===== src/source/framer_pkg.sv =====
package framer_pkg;

   // One complex sample
   typedef struct packed {
      logic signed [15:0] i;
      logic signed [15:0] q;
   } sample_t;

   typedef struct packed {
      logic hit;   // Rising threshold crossing
   } trig_t;

   typedef struct packed {
      logic [15:0] frame_len;
      logic [15:0] gap_len;
      logic [15:0] offset;
      logic [15:0] max_frames;   // 0 runs forever
      logic [16:0] threshold;    // Compared with |I| + |Q|
      logic        pair_first;
      logic        enable;
   } framer_cfg_t;

   typedef struct packed {
      logic [31:0] frames_sent;
      logic        overflow;
   } framer_status_t;

   // Byte addresses on the AXI4-Lite bus
   localparam logic [7:0] reg_ctrl        = 8'h00;
   localparam logic [7:0] reg_frame_len   = 8'h04;
   localparam logic [7:0] reg_gap_len     = 8'h08;
   localparam logic [7:0] reg_offset      = 8'h0C;
   localparam logic [7:0] reg_max_frames  = 8'h10;
   localparam logic [7:0] reg_threshold   = 8'h14;
   localparam logic [7:0] reg_frames_sent = 8'h18;
   localparam logic [7:0] reg_status      = 8'h1C;

   // Control register bits
   localparam int ctrl_enable_bit     = 0;
   localparam int ctrl_pair_first_bit = 1;
   localparam int ctrl_soft_clear_bit = 31;

endpackage


===== src/source/framer_regs.sv =====
`timescale 1ns/1ps

module framer_regs
(
   input  logic                      clk,
   input  logic                      arst_n,
   // AXI4-Lite slave
   input  logic [7:0]                awaddr,
   input  logic                      awvalid,
   output logic                      awready,
   input  logic [31:0]               wdata,
   input  logic [3:0]                wstrb,
   input  logic                      wvalid,
   output logic                      wready,
   output logic [1:0]                bresp,
   output logic                      bvalid,
   input  logic                      bready,
   input  logic [7:0]                araddr,
   input  logic                      arvalid,
   output logic                      arready,
   output logic [31:0]               rdata,
   output logic [1:0]                rresp,
   output logic                      rvalid,
   input  logic                      rready,
   // Design side
   input  logic                      frame_done,
   input  logic [1:0]                overflow,
   output framer_pkg::framer_cfg_t   cfg,
   output logic                      soft_clear
);

   framer_pkg::framer_cfg_t    cfg_q;
   framer_pkg::framer_status_t status_q;
   logic                       wr_accept;
   logic                       rd_accept;
   logic [31:0]                wr_word;

   // Register image as software sees it, zero for unknown addresses
   function automatic logic [31:0] reg_read(input logic [7:0]                 addr,
                                            input framer_pkg::framer_cfg_t    c,
                                            input framer_pkg::framer_status_t s);
      logic [31:0] v;
      v = '0;
      case (addr)
         framer_pkg::reg_ctrl:
         begin
            v[framer_pkg::ctrl_enable_bit]     = c.enable;
            v[framer_pkg::ctrl_pair_first_bit] = c.pair_first;
         end
         framer_pkg::reg_frame_len:   v[15:0] = c.frame_len;
         framer_pkg::reg_gap_len:     v[15:0] = c.gap_len;
         framer_pkg::reg_offset:      v[15:0] = c.offset;
         framer_pkg::reg_max_frames:  v[15:0] = c.max_frames;
         framer_pkg::reg_threshold:   v[16:0] = c.threshold;
         framer_pkg::reg_frames_sent: v       = s.frames_sent;
         framer_pkg::reg_status:      v[0]    = s.overflow;
         default:                     v       = '0;
      endcase
      return v;
   endfunction

   assign wr_accept = awvalid & wvalid & ~bvalid;
   assign rd_accept = arvalid & ~rvalid;
   assign awready   = wr_accept;
   assign wready    = wr_accept;
   assign arready   = rd_accept;
   assign bresp     = 2'b00;   // OKAY
   assign rresp     = 2'b00;
   assign cfg       = cfg_q;

   // Byte lanes not strobed keep their old value
   always_comb
   begin
      wr_word = reg_read(awaddr, cfg_q, status_q);
      for (int b = 0; b < 4; b++)
      begin
         if (wstrb[b])
            wr_word[8*b +: 8] = wdata[8*b +: 8];
      end
   end

   always_ff @(posedge clk or negedge arst_n)
   begin
      if (!arst_n)
      begin
         cfg_q      <= '0;
         soft_clear <= 1'b0;
         bvalid     <= 1'b0;
      end
      else
      begin
         soft_clear <= 1'b0;
         if (wr_accept)
         begin
            bvalid <= 1'b1;
            case (awaddr)
               framer_pkg::reg_ctrl:
               begin
                  cfg_q.enable     <= wr_word[framer_pkg::ctrl_enable_bit];
                  cfg_q.pair_first <= wr_word[framer_pkg::ctrl_pair_first_bit];
                  soft_clear       <= wr_word[framer_pkg::ctrl_soft_clear_bit];
               end
               framer_pkg::reg_frame_len:  cfg_q.frame_len  <= wr_word[15:0];
               framer_pkg::reg_gap_len:    cfg_q.gap_len    <= wr_word[15:0];
               framer_pkg::reg_offset:     cfg_q.offset     <= wr_word[15:0];
               framer_pkg::reg_max_frames: cfg_q.max_frames <= wr_word[15:0];
               framer_pkg::reg_threshold:  cfg_q.threshold  <= wr_word[16:0];
               default: ;   // Read-only or unmapped
            endcase
         end
         else if (bready)
            bvalid <= 1'b0;
      end
   end

   // Status counters
   always_ff @(posedge clk or negedge arst_n)
   begin
      if (!arst_n)
         status_q <= '0;
      else if (soft_clear)
         status_q <= '0;
      else
      begin
         if (frame_done)
            status_q.frames_sent <= status_q.frames_sent + 32'd1;
         if (|overflow)
            status_q.overflow <= 1'b1;   // Sticky until soft clear
      end
   end

   always_ff @(posedge clk or negedge arst_n)
   begin
      if (!arst_n)
         rvalid <= 1'b0;
      else if (rd_accept)
         rvalid <= 1'b1;
      else if (rready)
         rvalid <= 1'b0;
   end

   always_ff @(posedge clk)
   begin
      if (rd_accept)
         rdata <= reg_read(araddr, cfg_q, status_q);
   end

   // A write response needs a handshake in the cycle before
   a_bvalid_after_write: assert property (@(posedge clk) disable iff (!arst_n)
      $rose(bvalid) |-> $past(wr_accept));

endmodule


===== src/source/power_trigger.sv =====
`timescale 1ns/1ps

module power_trigger
(
   input  logic                    clk,
   input  logic                    arst_n,
   input  logic                    soft_clear,
   input  framer_pkg::framer_cfg_t cfg,
   input  logic                    in_valid,
   input  framer_pkg::sample_t     in_data,
   output logic                    push,
   output framer_pkg::trig_t       trig,
   output framer_pkg::sample_t     sample
);

   logic [15:0] abs_i;
   logic [15:0] abs_q;
   logic [16:0] mag;
   logic        above;
   logic        prev_above;   // Previous valid sample was over threshold

   // -32768 maps to 16'h8000, still correct as unsigned
   assign abs_i = in_data.i[15] ? 16'(-in_data.i) : 16'(in_data.i);
   assign abs_q = in_data.q[15] ? 16'(-in_data.q) : 16'(in_data.q);
   assign mag   = {1'b0, abs_i} + {1'b0, abs_q};
   assign above = mag >= cfg.threshold;

   always_ff @(posedge clk or negedge arst_n)
   begin
      if (!arst_n)
      begin
         push       <= 1'b0;
         trig       <= '0;
         prev_above <= 1'b0;
      end
      else
      begin
         push     <= in_valid;
         trig.hit <= in_valid & above & ~prev_above;
         if (soft_clear)
            prev_above <= 1'b0;
         else if (in_valid)
            prev_above <= above;
      end
   end

   // Sample rides along so both FIFOs see the same push
   always_ff @(posedge clk)
   begin
      if (in_valid)
         sample <= in_data;
   end

endmodule


===== src/source/stream_fifo.sv =====
`timescale 1ns/1ps

module stream_fifo
#(
   parameter type payload_t = logic,
   parameter int  DEPTH     = 16
)
(
   input  logic     clk,
   input  logic     arst_n,
   input  logic     soft_clear,
   input  logic     push,
   input  payload_t push_data,
   input  logic     pop,
   output payload_t head,
   output logic     head_valid,
   output logic     overflow
);

   localparam int AW = (DEPTH > 1) ? $clog2(DEPTH) : 1;

   payload_t      mem [DEPTH];
   logic [AW-1:0] wr_ptr;
   logic [AW-1:0] rd_ptr;
   logic [AW:0]   count;
   logic          full;
   logic          do_push;
   logic          do_pop;

   assign full       = count == (AW + 1)'(DEPTH);
   assign head_valid = count != '0;
   assign head       = mem[rd_ptr];
   assign do_pop     = pop & head_valid;
   assign do_push    = push & (~full | do_pop);   // Full drops unless a slot frees

   always_ff @(posedge clk or negedge arst_n)
   begin
      if (!arst_n)
      begin
         wr_ptr   <= '0;
         rd_ptr   <= '0;
         count    <= '0;
         overflow <= 1'b0;
      end
      else if (soft_clear)
      begin
         wr_ptr   <= '0;
         rd_ptr   <= '0;
         count    <= '0;
         overflow <= 1'b0;
      end
      else
      begin
         overflow <= push & ~do_push;   // One pulse per lost entry
         if (do_push)
            wr_ptr <= (wr_ptr == AW'(DEPTH - 1)) ? '0 : wr_ptr + 1'b1;
         if (do_pop)
            rd_ptr <= (rd_ptr == AW'(DEPTH - 1)) ? '0 : rd_ptr + 1'b1;
         count <= count + (AW + 1)'(do_push) - (AW + 1)'(do_pop);
      end
   end

   always_ff @(posedge clk)
   begin
      if (do_push)
         mem[wr_ptr] <= push_data;
   end

   a_pop_needs_head: assert property (@(posedge clk) disable iff (!arst_n)
      pop |-> head_valid);
   a_count_bound: assert property (@(posedge clk) disable iff (!arst_n)
      count <= (AW + 1)'(DEPTH));

endmodule


===== src/source/periodic_framer.sv =====
`timescale 1ns/1ps

module periodic_framer
(
   input  logic                    clk,
   input  logic                    arst_n,
   input  logic                    soft_clear,
   input  framer_pkg::framer_cfg_t cfg,
   // FIFO heads
   input  framer_pkg::sample_t     sample_head,
   input  logic                    sample_valid,
   input  framer_pkg::trig_t       trig_head,
   input  logic                    trig_valid,
   output logic                    pop,
   // Output stream
   output framer_pkg::sample_t     out_data,
   output logic                    out_last,
   output logic                    out_valid,
   input  logic                    out_ready,
   output logic                    eob,
   output logic                    frame_done
);

   typedef enum logic [1:0] {
      st_wait,
      st_offset,
      st_frame,
      st_gap
   } state_t;

   state_t      state;
   logic [15:0] counter;       // Beats into the current phase, from 1
   logic [15:0] frame_cnt;     // Frames sent in this burst
   logic        first_frame;
   logic        both_valid;
   logic        consume;
   logic        burst_end;

   assign both_valid = sample_valid & trig_valid;
   assign consume    = both_valid & ((state != st_frame) | out_ready);
   assign pop        = consume;

   assign burst_end  = (cfg.max_frames != 16'd0) &&
                       (frame_cnt >= cfg.max_frames - 16'd1);

   assign out_data   = sample_head;
   assign out_valid  = both_valid & (state == st_frame);
   assign out_last   = (state == st_frame) & (counter >= cfg.frame_len);
   assign eob        = out_valid & out_last & burst_end;
   assign frame_done = consume & out_last;

   always_ff @(posedge clk or negedge arst_n)
   begin
      if (!arst_n)
      begin
         state       <= st_wait;
         counter     <= '0;
         frame_cnt   <= '0;
         first_frame <= 1'b0;
      end
      else if (soft_clear)
      begin
         state       <= st_wait;
         counter     <= '0;
         frame_cnt   <= '0;
         first_frame <= 1'b0;
      end
      else if (consume)
      begin
         case (state)
            st_wait:
            begin
               if (trig_head.hit && cfg.enable)
               begin
                  state   <= st_offset;
                  counter <= 16'd1;
               end
            end
            st_offset:
            begin
               if (counter >= cfg.offset)
               begin
                  state       <= st_frame;
                  counter     <= 16'd1;
                  first_frame <= 1'b1;
                  frame_cnt   <= '0;
               end
               else
                  counter <= counter + 16'd1;
            end
            st_frame:
            begin
               if (out_last)
               begin
                  counter     <= 16'd1;
                  first_frame <= 1'b0;
                  frame_cnt   <= frame_cnt + 16'd1;
                  if (burst_end)
                     state <= st_wait;
                  else if (!(first_frame && cfg.pair_first))
                     state <= st_gap;   // Paired frames skip the gap
               end
               else
                  counter <= counter + 16'd1;
            end
            default:   // st_gap
            begin
               if (counter >= cfg.gap_len)
               begin
                  state   <= st_frame;
                  counter <= 16'd1;
               end
               else
                  counter <= counter + 16'd1;
            end
         endcase
      end
   end

   // A taken last beat always leaves the frame phase or restarts its count
   a_last_in_frame: assert property (@(posedge clk) disable iff (!arst_n || soft_clear)
      out_last && consume |-> (state == st_frame) ##1 (state != st_frame || counter == 16'd1));

endmodule


===== src/source/framer_top.sv =====
`timescale 1ns/1ps

module framer_top
#(
   parameter int FIFO_DEPTH = 16
)
(
   input  logic                clk,
   input  logic                arst_n,
   // AXI4-Lite slave
   input  logic [7:0]          awaddr,
   input  logic                awvalid,
   output logic                awready,
   input  logic [31:0]         wdata,
   input  logic [3:0]          wstrb,
   input  logic                wvalid,
   output logic                wready,
   output logic [1:0]          bresp,
   output logic                bvalid,
   input  logic                bready,
   input  logic [7:0]          araddr,
   input  logic                arvalid,
   output logic                arready,
   output logic [31:0]         rdata,
   output logic [1:0]          rresp,
   output logic                rvalid,
   input  logic                rready,
   // Sample stream
   input  logic                in_valid,
   input  framer_pkg::sample_t in_data,
   output framer_pkg::sample_t out_data,
   output logic                out_last,
   output logic                out_valid,
   input  logic                out_ready,
   output logic                eob
);

   framer_pkg::framer_cfg_t cfg;
   framer_pkg::sample_t     trg_sample;
   framer_pkg::trig_t       trg_trig;
   framer_pkg::sample_t     sample_head;
   framer_pkg::trig_t       trig_head;
   logic                    soft_clear;
   logic                    trg_push;
   logic                    sample_valid;
   logic                    trig_valid;
   logic                    pop;
   logic                    frame_done;
   logic [1:0]              overflow;   // {trig, sample}

   framer_regs i_framer_regs (
      .clk, .arst_n,
      .awaddr, .awvalid, .awready, .wdata, .wstrb, .wvalid, .wready,
      .bresp, .bvalid, .bready, .araddr, .arvalid, .arready,
      .rdata, .rresp, .rvalid, .rready,
      .frame_done, .overflow, .cfg, .soft_clear
   );

   power_trigger i_power_trigger (
      .clk, .arst_n, .soft_clear, .cfg, .in_valid, .in_data,
      .push(trg_push), .trig(trg_trig), .sample(trg_sample)
   );

   stream_fifo #(.payload_t(framer_pkg::sample_t), .DEPTH(FIFO_DEPTH)) i_sample_fifo (
      .clk, .arst_n, .soft_clear,
      .push(trg_push), .push_data(trg_sample), .pop,
      .head(sample_head), .head_valid(sample_valid), .overflow(overflow[0])
   );

   stream_fifo #(.payload_t(framer_pkg::trig_t), .DEPTH(FIFO_DEPTH)) i_trig_fifo (
      .clk, .arst_n, .soft_clear,
      .push(trg_push), .push_data(trg_trig), .pop,
      .head(trig_head), .head_valid(trig_valid), .overflow(overflow[1])
   );

   periodic_framer i_periodic_framer (
      .clk, .arst_n, .soft_clear, .cfg,
      .sample_head, .sample_valid, .trig_head, .trig_valid, .pop,
      .out_data, .out_last, .out_valid, .out_ready, .eob, .frame_done
   );

endmodule


===== config.mk =====
export PLATFORM = sky130hd
export DESIGN_NAME = framer_top
export DESIGN_NICKNAME = d
export VERILOG_FILES = /design/src/source/framer_pkg.sv /design/src/source/framer_regs.sv /design/src/source/power_trigger.sv /design/src/source/stream_fifo.sv /design/src/source/periodic_framer.sv /design/src/source/framer_top.sv
export SDC_FILE = /design/constraint.sdc
export NUM_CORES = 1
export LEC_CHECK = 0
export BUFFER_PORTS_ARGS = -buffer_cell sky130_fd_sc_hd__buf_2
export CORE_UTILIZATION = 50
export CTS_BUF_LIST = sky130_fd_sc_hd__clkbuf_2
export CTS_CLUSTER_SIZE = 40
export DETAILED_ROUTE_END_ITERATION = 8
export PLACE_DENSITY = 0.67
export SLEW_MARGIN = 20
export SYNTH_ARGS = -nofsm -noshare
export SYNTH_HDL_FRONTEND = slang
export SYNTH_SLANG_ARGS = --single-unit

===== constraint.sdc =====
create_clock -name clk -period 10.9 [get_ports clk]
set_input_delay 0 -clock clk [delete_from_list [all_inputs] [get_ports clk]]
set_output_delay 0 -clock clk [all_outputs]
set_load 0.05 [all_outputs]

==> metrics.csv <==
stage;metric;value;unit
pwr;sequential power share;0.435;
floorplanning;Rows;97;
layout;Syn-to-layout area delta;16.6;%
worst_hold_path;Worst Hold Class;input port to flip-flop;
grt;GRT overflow;0;
worst_setup_path;startpoint types;flip-flop;
pwr;Psw;3380;uW
logic_synthesis;synth top area cells;edfxtp_1 50%, dfrtp_1 13%, ha_1 4.4%;
logic_synthesis;Async SR Flop Fraction;0.238;
detailed_routing;drt first pass iters;8;
logic_synthesis;most common flop cell mapped by yosys;edfxtp_1;
worst_setup_path;cells along the critical path;or4_1 -> nor4_1 -> nand2_1 -> xor2_1 -> ha_1 -> a21o_1 -> a21oi_1 -> a32oi_1 -> nand2_1 -> nor3_1 -> buf_2;
clocking;Max Root-Sink Buffers;3;
detailed_routing;DRC Markers;0;
clocking;Root Driver;clkbuf_2;
placed_design;RD Place Congestion;0.881;
grt;initial antenna violation count;3;
grt;first-pass GRT wire length;146;mm
worst_setup_path;CP max stage cell;or4_1;
layout;post-layout util;0.592;
sta;setup violators final;0;
clocking;H-tree depth;4;
sta;Tmin final;4.95;ns
clocking;Clock transition at path regs;0.10;ns
pwr;Net Sw Frac;0.390;
worst_setup_path;CP max FO;7;
sta;Worst Tran Pin Value;1.07;ns
sta;RSZ-0062 raised after global routing;false;
detailed_routing;antenna-violating nets left;0;
outcome;status;complete, no violations;
logic_synthesis;Seq cells post-synth;777;
sta;Slew headroom;0.283;
pwr;P_leak;0.0162;uW
logic_synthesis;Post-synth EDFFs;592;
worst_setup_path;Worst setup EP type;output pin;
pwr;Comb pwr share;0.347;
worst_setup_path;crit path DAT;4.95;ns
logic_synthesis;top post-synthesis cells by count;592 x edfxtp_1, 233 x nand2_1, 185 x dfrtp_1;
floorplanning;Die Wd;270;um
placed_design;DP HPWL;57.8;mm
sta;max-slew violation count;0;
detailed_routing;initial DRC count;2022;
clocking;Worst-Skew Late Latency;1.48;ns
sta;Final Skew;0.119;ns
detailed_routing;post-DR vias/cell;5.86;
clocking;clk sink count;777;
logic_synthesis;register area share after synthesis;0.626;
placed_design;placed instance area;0.0377;mm2
worst_setup_path;crit-path most repeated cell;nand2_1;
floorplanning;# IOs;169;
logic_synthesis;area share of the largest cell type after synthesis;0.497;
pwr;Pint;5300;uW
detailed_routing;wirelength, routed;95.8;mm
sta;final hold vios;0;
floorplanning;Starting Density;0.508;
logic_synthesis;mapped cell area;0.0358;mm2
sta;Final TNS setup;0;ns
pwr;Pwr Density;208;mW/mm2
placed_design;port buffer count;150;
floorplanning;total die area;0.0726;mm2
logic_synthesis;Netlist cell types;84;
grt;vias in the first global route;25500;
floorplanning;Die Ht;270;um
floorplanning;Core ar.;0.0704;mm2
worst_setup_path;largest stage delay on the critical path;0.63;ns
detailed_routing;WL/cell;22.5;um
worst_setup_path;Worst Path Required;10.90;ns
clocking;TritonCTS buffer count;192;
logic_synthesis;Avg Cell Area, Syn;13.4;um2
logic_synthesis;area leader, netlist;edfxtp_1;
layout;fin area;0.0417;mm2
sta;fmax;202;MHz
clocking;CTS resizes;0;
run;Max-cap violations;0;
clocking;CTS tree;built;
detailed_routing;via count;24900;
sta;fin crit share;0.454;
worst_setup_path;crit path kind;flip-flop to output pin;
pwr;VDD IR-drop max;192;uV
logic_synthesis;Yosys Warn Count;0;
layout;final net count;3382;
pwr;clock share of power;0.218;
logic_synthesis;most frequent cell after synthesis;edfxtp_1;
grt;largest net degree at the start of global routing;145;
logic_synthesis;synthesized instance count;2671;
grt;GRT Resource Usage Total;0.265;
layout;fill count;5641;
layout;layout cells sized above 1;0.202;
through the flow:
| stage | power (uW) | setup slack, ns | std cells | hold WS [ns] |
|---|---|---|---|---|
| detailed placement | 6790 | 6.28 | 3681 | 0.180 |
| finish | 8680 | 5.95 | 4252 | 0.0784 |
| CTS | 8730 | 5.89 | 4243 | 0.00129 |
| floorplan | 5950 | 6.02 | 2674 | -0.296 |
| global route | 9130 | 5.73 | 4251 | 0.0909 |
| global placement | 6680 | 6.36 | 3680 | 0.177 |
flip-flops by register name, summed over array words and instances, names as in the netlist, 2 cells and up:
signal and cells:
i_framer_regs.rdata 32, i_framer_regs.cfg 83, i_sample_fifo.count 5, i_sample_fifo.wr_ptr 4
i_sample_fifo.mem 512, i_trig_fifo.mem 16, i_periodic_framer.state 2, i_trig_fifo.count 5
i_trig_fifo.wr_ptr 4, i_sample_fifo.rd_ptr 4, i_trig_fifo.rd_ptr 4, i_framer_regs.status_q 33
i_power_trigger.sample 32, i_periodic_framer.frame_cnt 16, i_periodic_framer.counter 16
path summary, 6_finish.rpt:
check	from	endpoint	slack, ns	depth (start not counted)
setup / recovery	i_framer_regs.cfg[27]	eob	5.95	11
hold / removal	araddr[4]	i_framer_regs.rdata[2]	0.08	7
setup reg to reg	i_sample_fifo.count[2]	i_sample_fifo.mem[7][30]	6.74	10
hold reg to reg	i_power_trigger.prev_above	i_power_trigger.trig	0.46	1
max in group asynchronous	arst_n	i_framer_regs.soft_clear	9.79	5
min in group asynchronous	arst_n	i_framer_regs.cfg[38]	0.33	5
kinds of logic after synthesis:
family,Yosys count,share of synthesized area
other cells,1,0.000105
flops,777,0.626
fa+ha+maj,128,0.0454
mux,235,0.0911
simple gates,647,0.0875
xor+xnor,94,0.0230
compound gates,538,0.0980
buf+inv,251,0.0286
metal layers:
layer	up-vias	routed length (um)	GRT usage
li1	11200	-	-
met1	12400	37400	0.327
met2	1105	49000	0.465
met3	216	6620	0.0458
met4	4	2660	0.0993
met5	-	66	0
critical path: cells and delay by family, from the launching register on:
family / cells / cell delay (ns)
simple gates: 5 / 1.60
fa+ha+maj: 1 / 0.32
xor+xnor: 1 / 0.17
compound gates: 3 / 0.61
buf+inv: 1 / 0.34
flops: 1 / 0.51
timing repair:
item	in CTS	in global routing
hold endpoints to repair	426	0
setup buffers	0	0
hold buffers	225	0
placed cells by master (no fill, tap or decap), types with 41 or more instances in the layout:
| cell type | instances |
|---|---|
| nand3_1 | 78 |
| nand2_1 | 230 |
| clkbuf_2 | 276 |
| mux2_2 | 44 |
| xor2_1 | 46 |
| buf_2 | 149 |
| dlygate4sd3_1 | 224 |
| xnor2_1 | 48 |
| nor2_1 | 104 |
| mux2i_1 | 123 |
| inv_1 | 123 |
| a21oi_1 | 93 |
| dfrtp_1 | 181 |
| a22oi_1 | 124 |
| ha_1 | 125 |
| mux4_2 | 68 |
| buf_4 | 41 |
| edfxtp_1 | 592 |
| o21ai_0 | 167 |
power by group through the flow:
stage               Combinational [uW]  Clock (uW)  Sequential, uW
floorplan                         2250           0            3700
detailed placement                2950           0            3840
CTS                               3010        1940            3770
finish                            3010        1900            3770
global route                      3230        2080            3810
global placement                  2860           0            3820
area by class of cell:
class	instances	area, um2	area share
clock buffers	276	1380	0.0331
inverters	125	469	0.0113
repair buffers	419	3410	0.0818
clock inverters	61	335	0.00804
flip-flops and latches	777	22400	0.538
diodes	8	20.0	0.000480
well taps	940	1180	0.0282
multi-input cells	1646	12500	0.300
No activity file was read; power rests on OpenSTA's default activity.
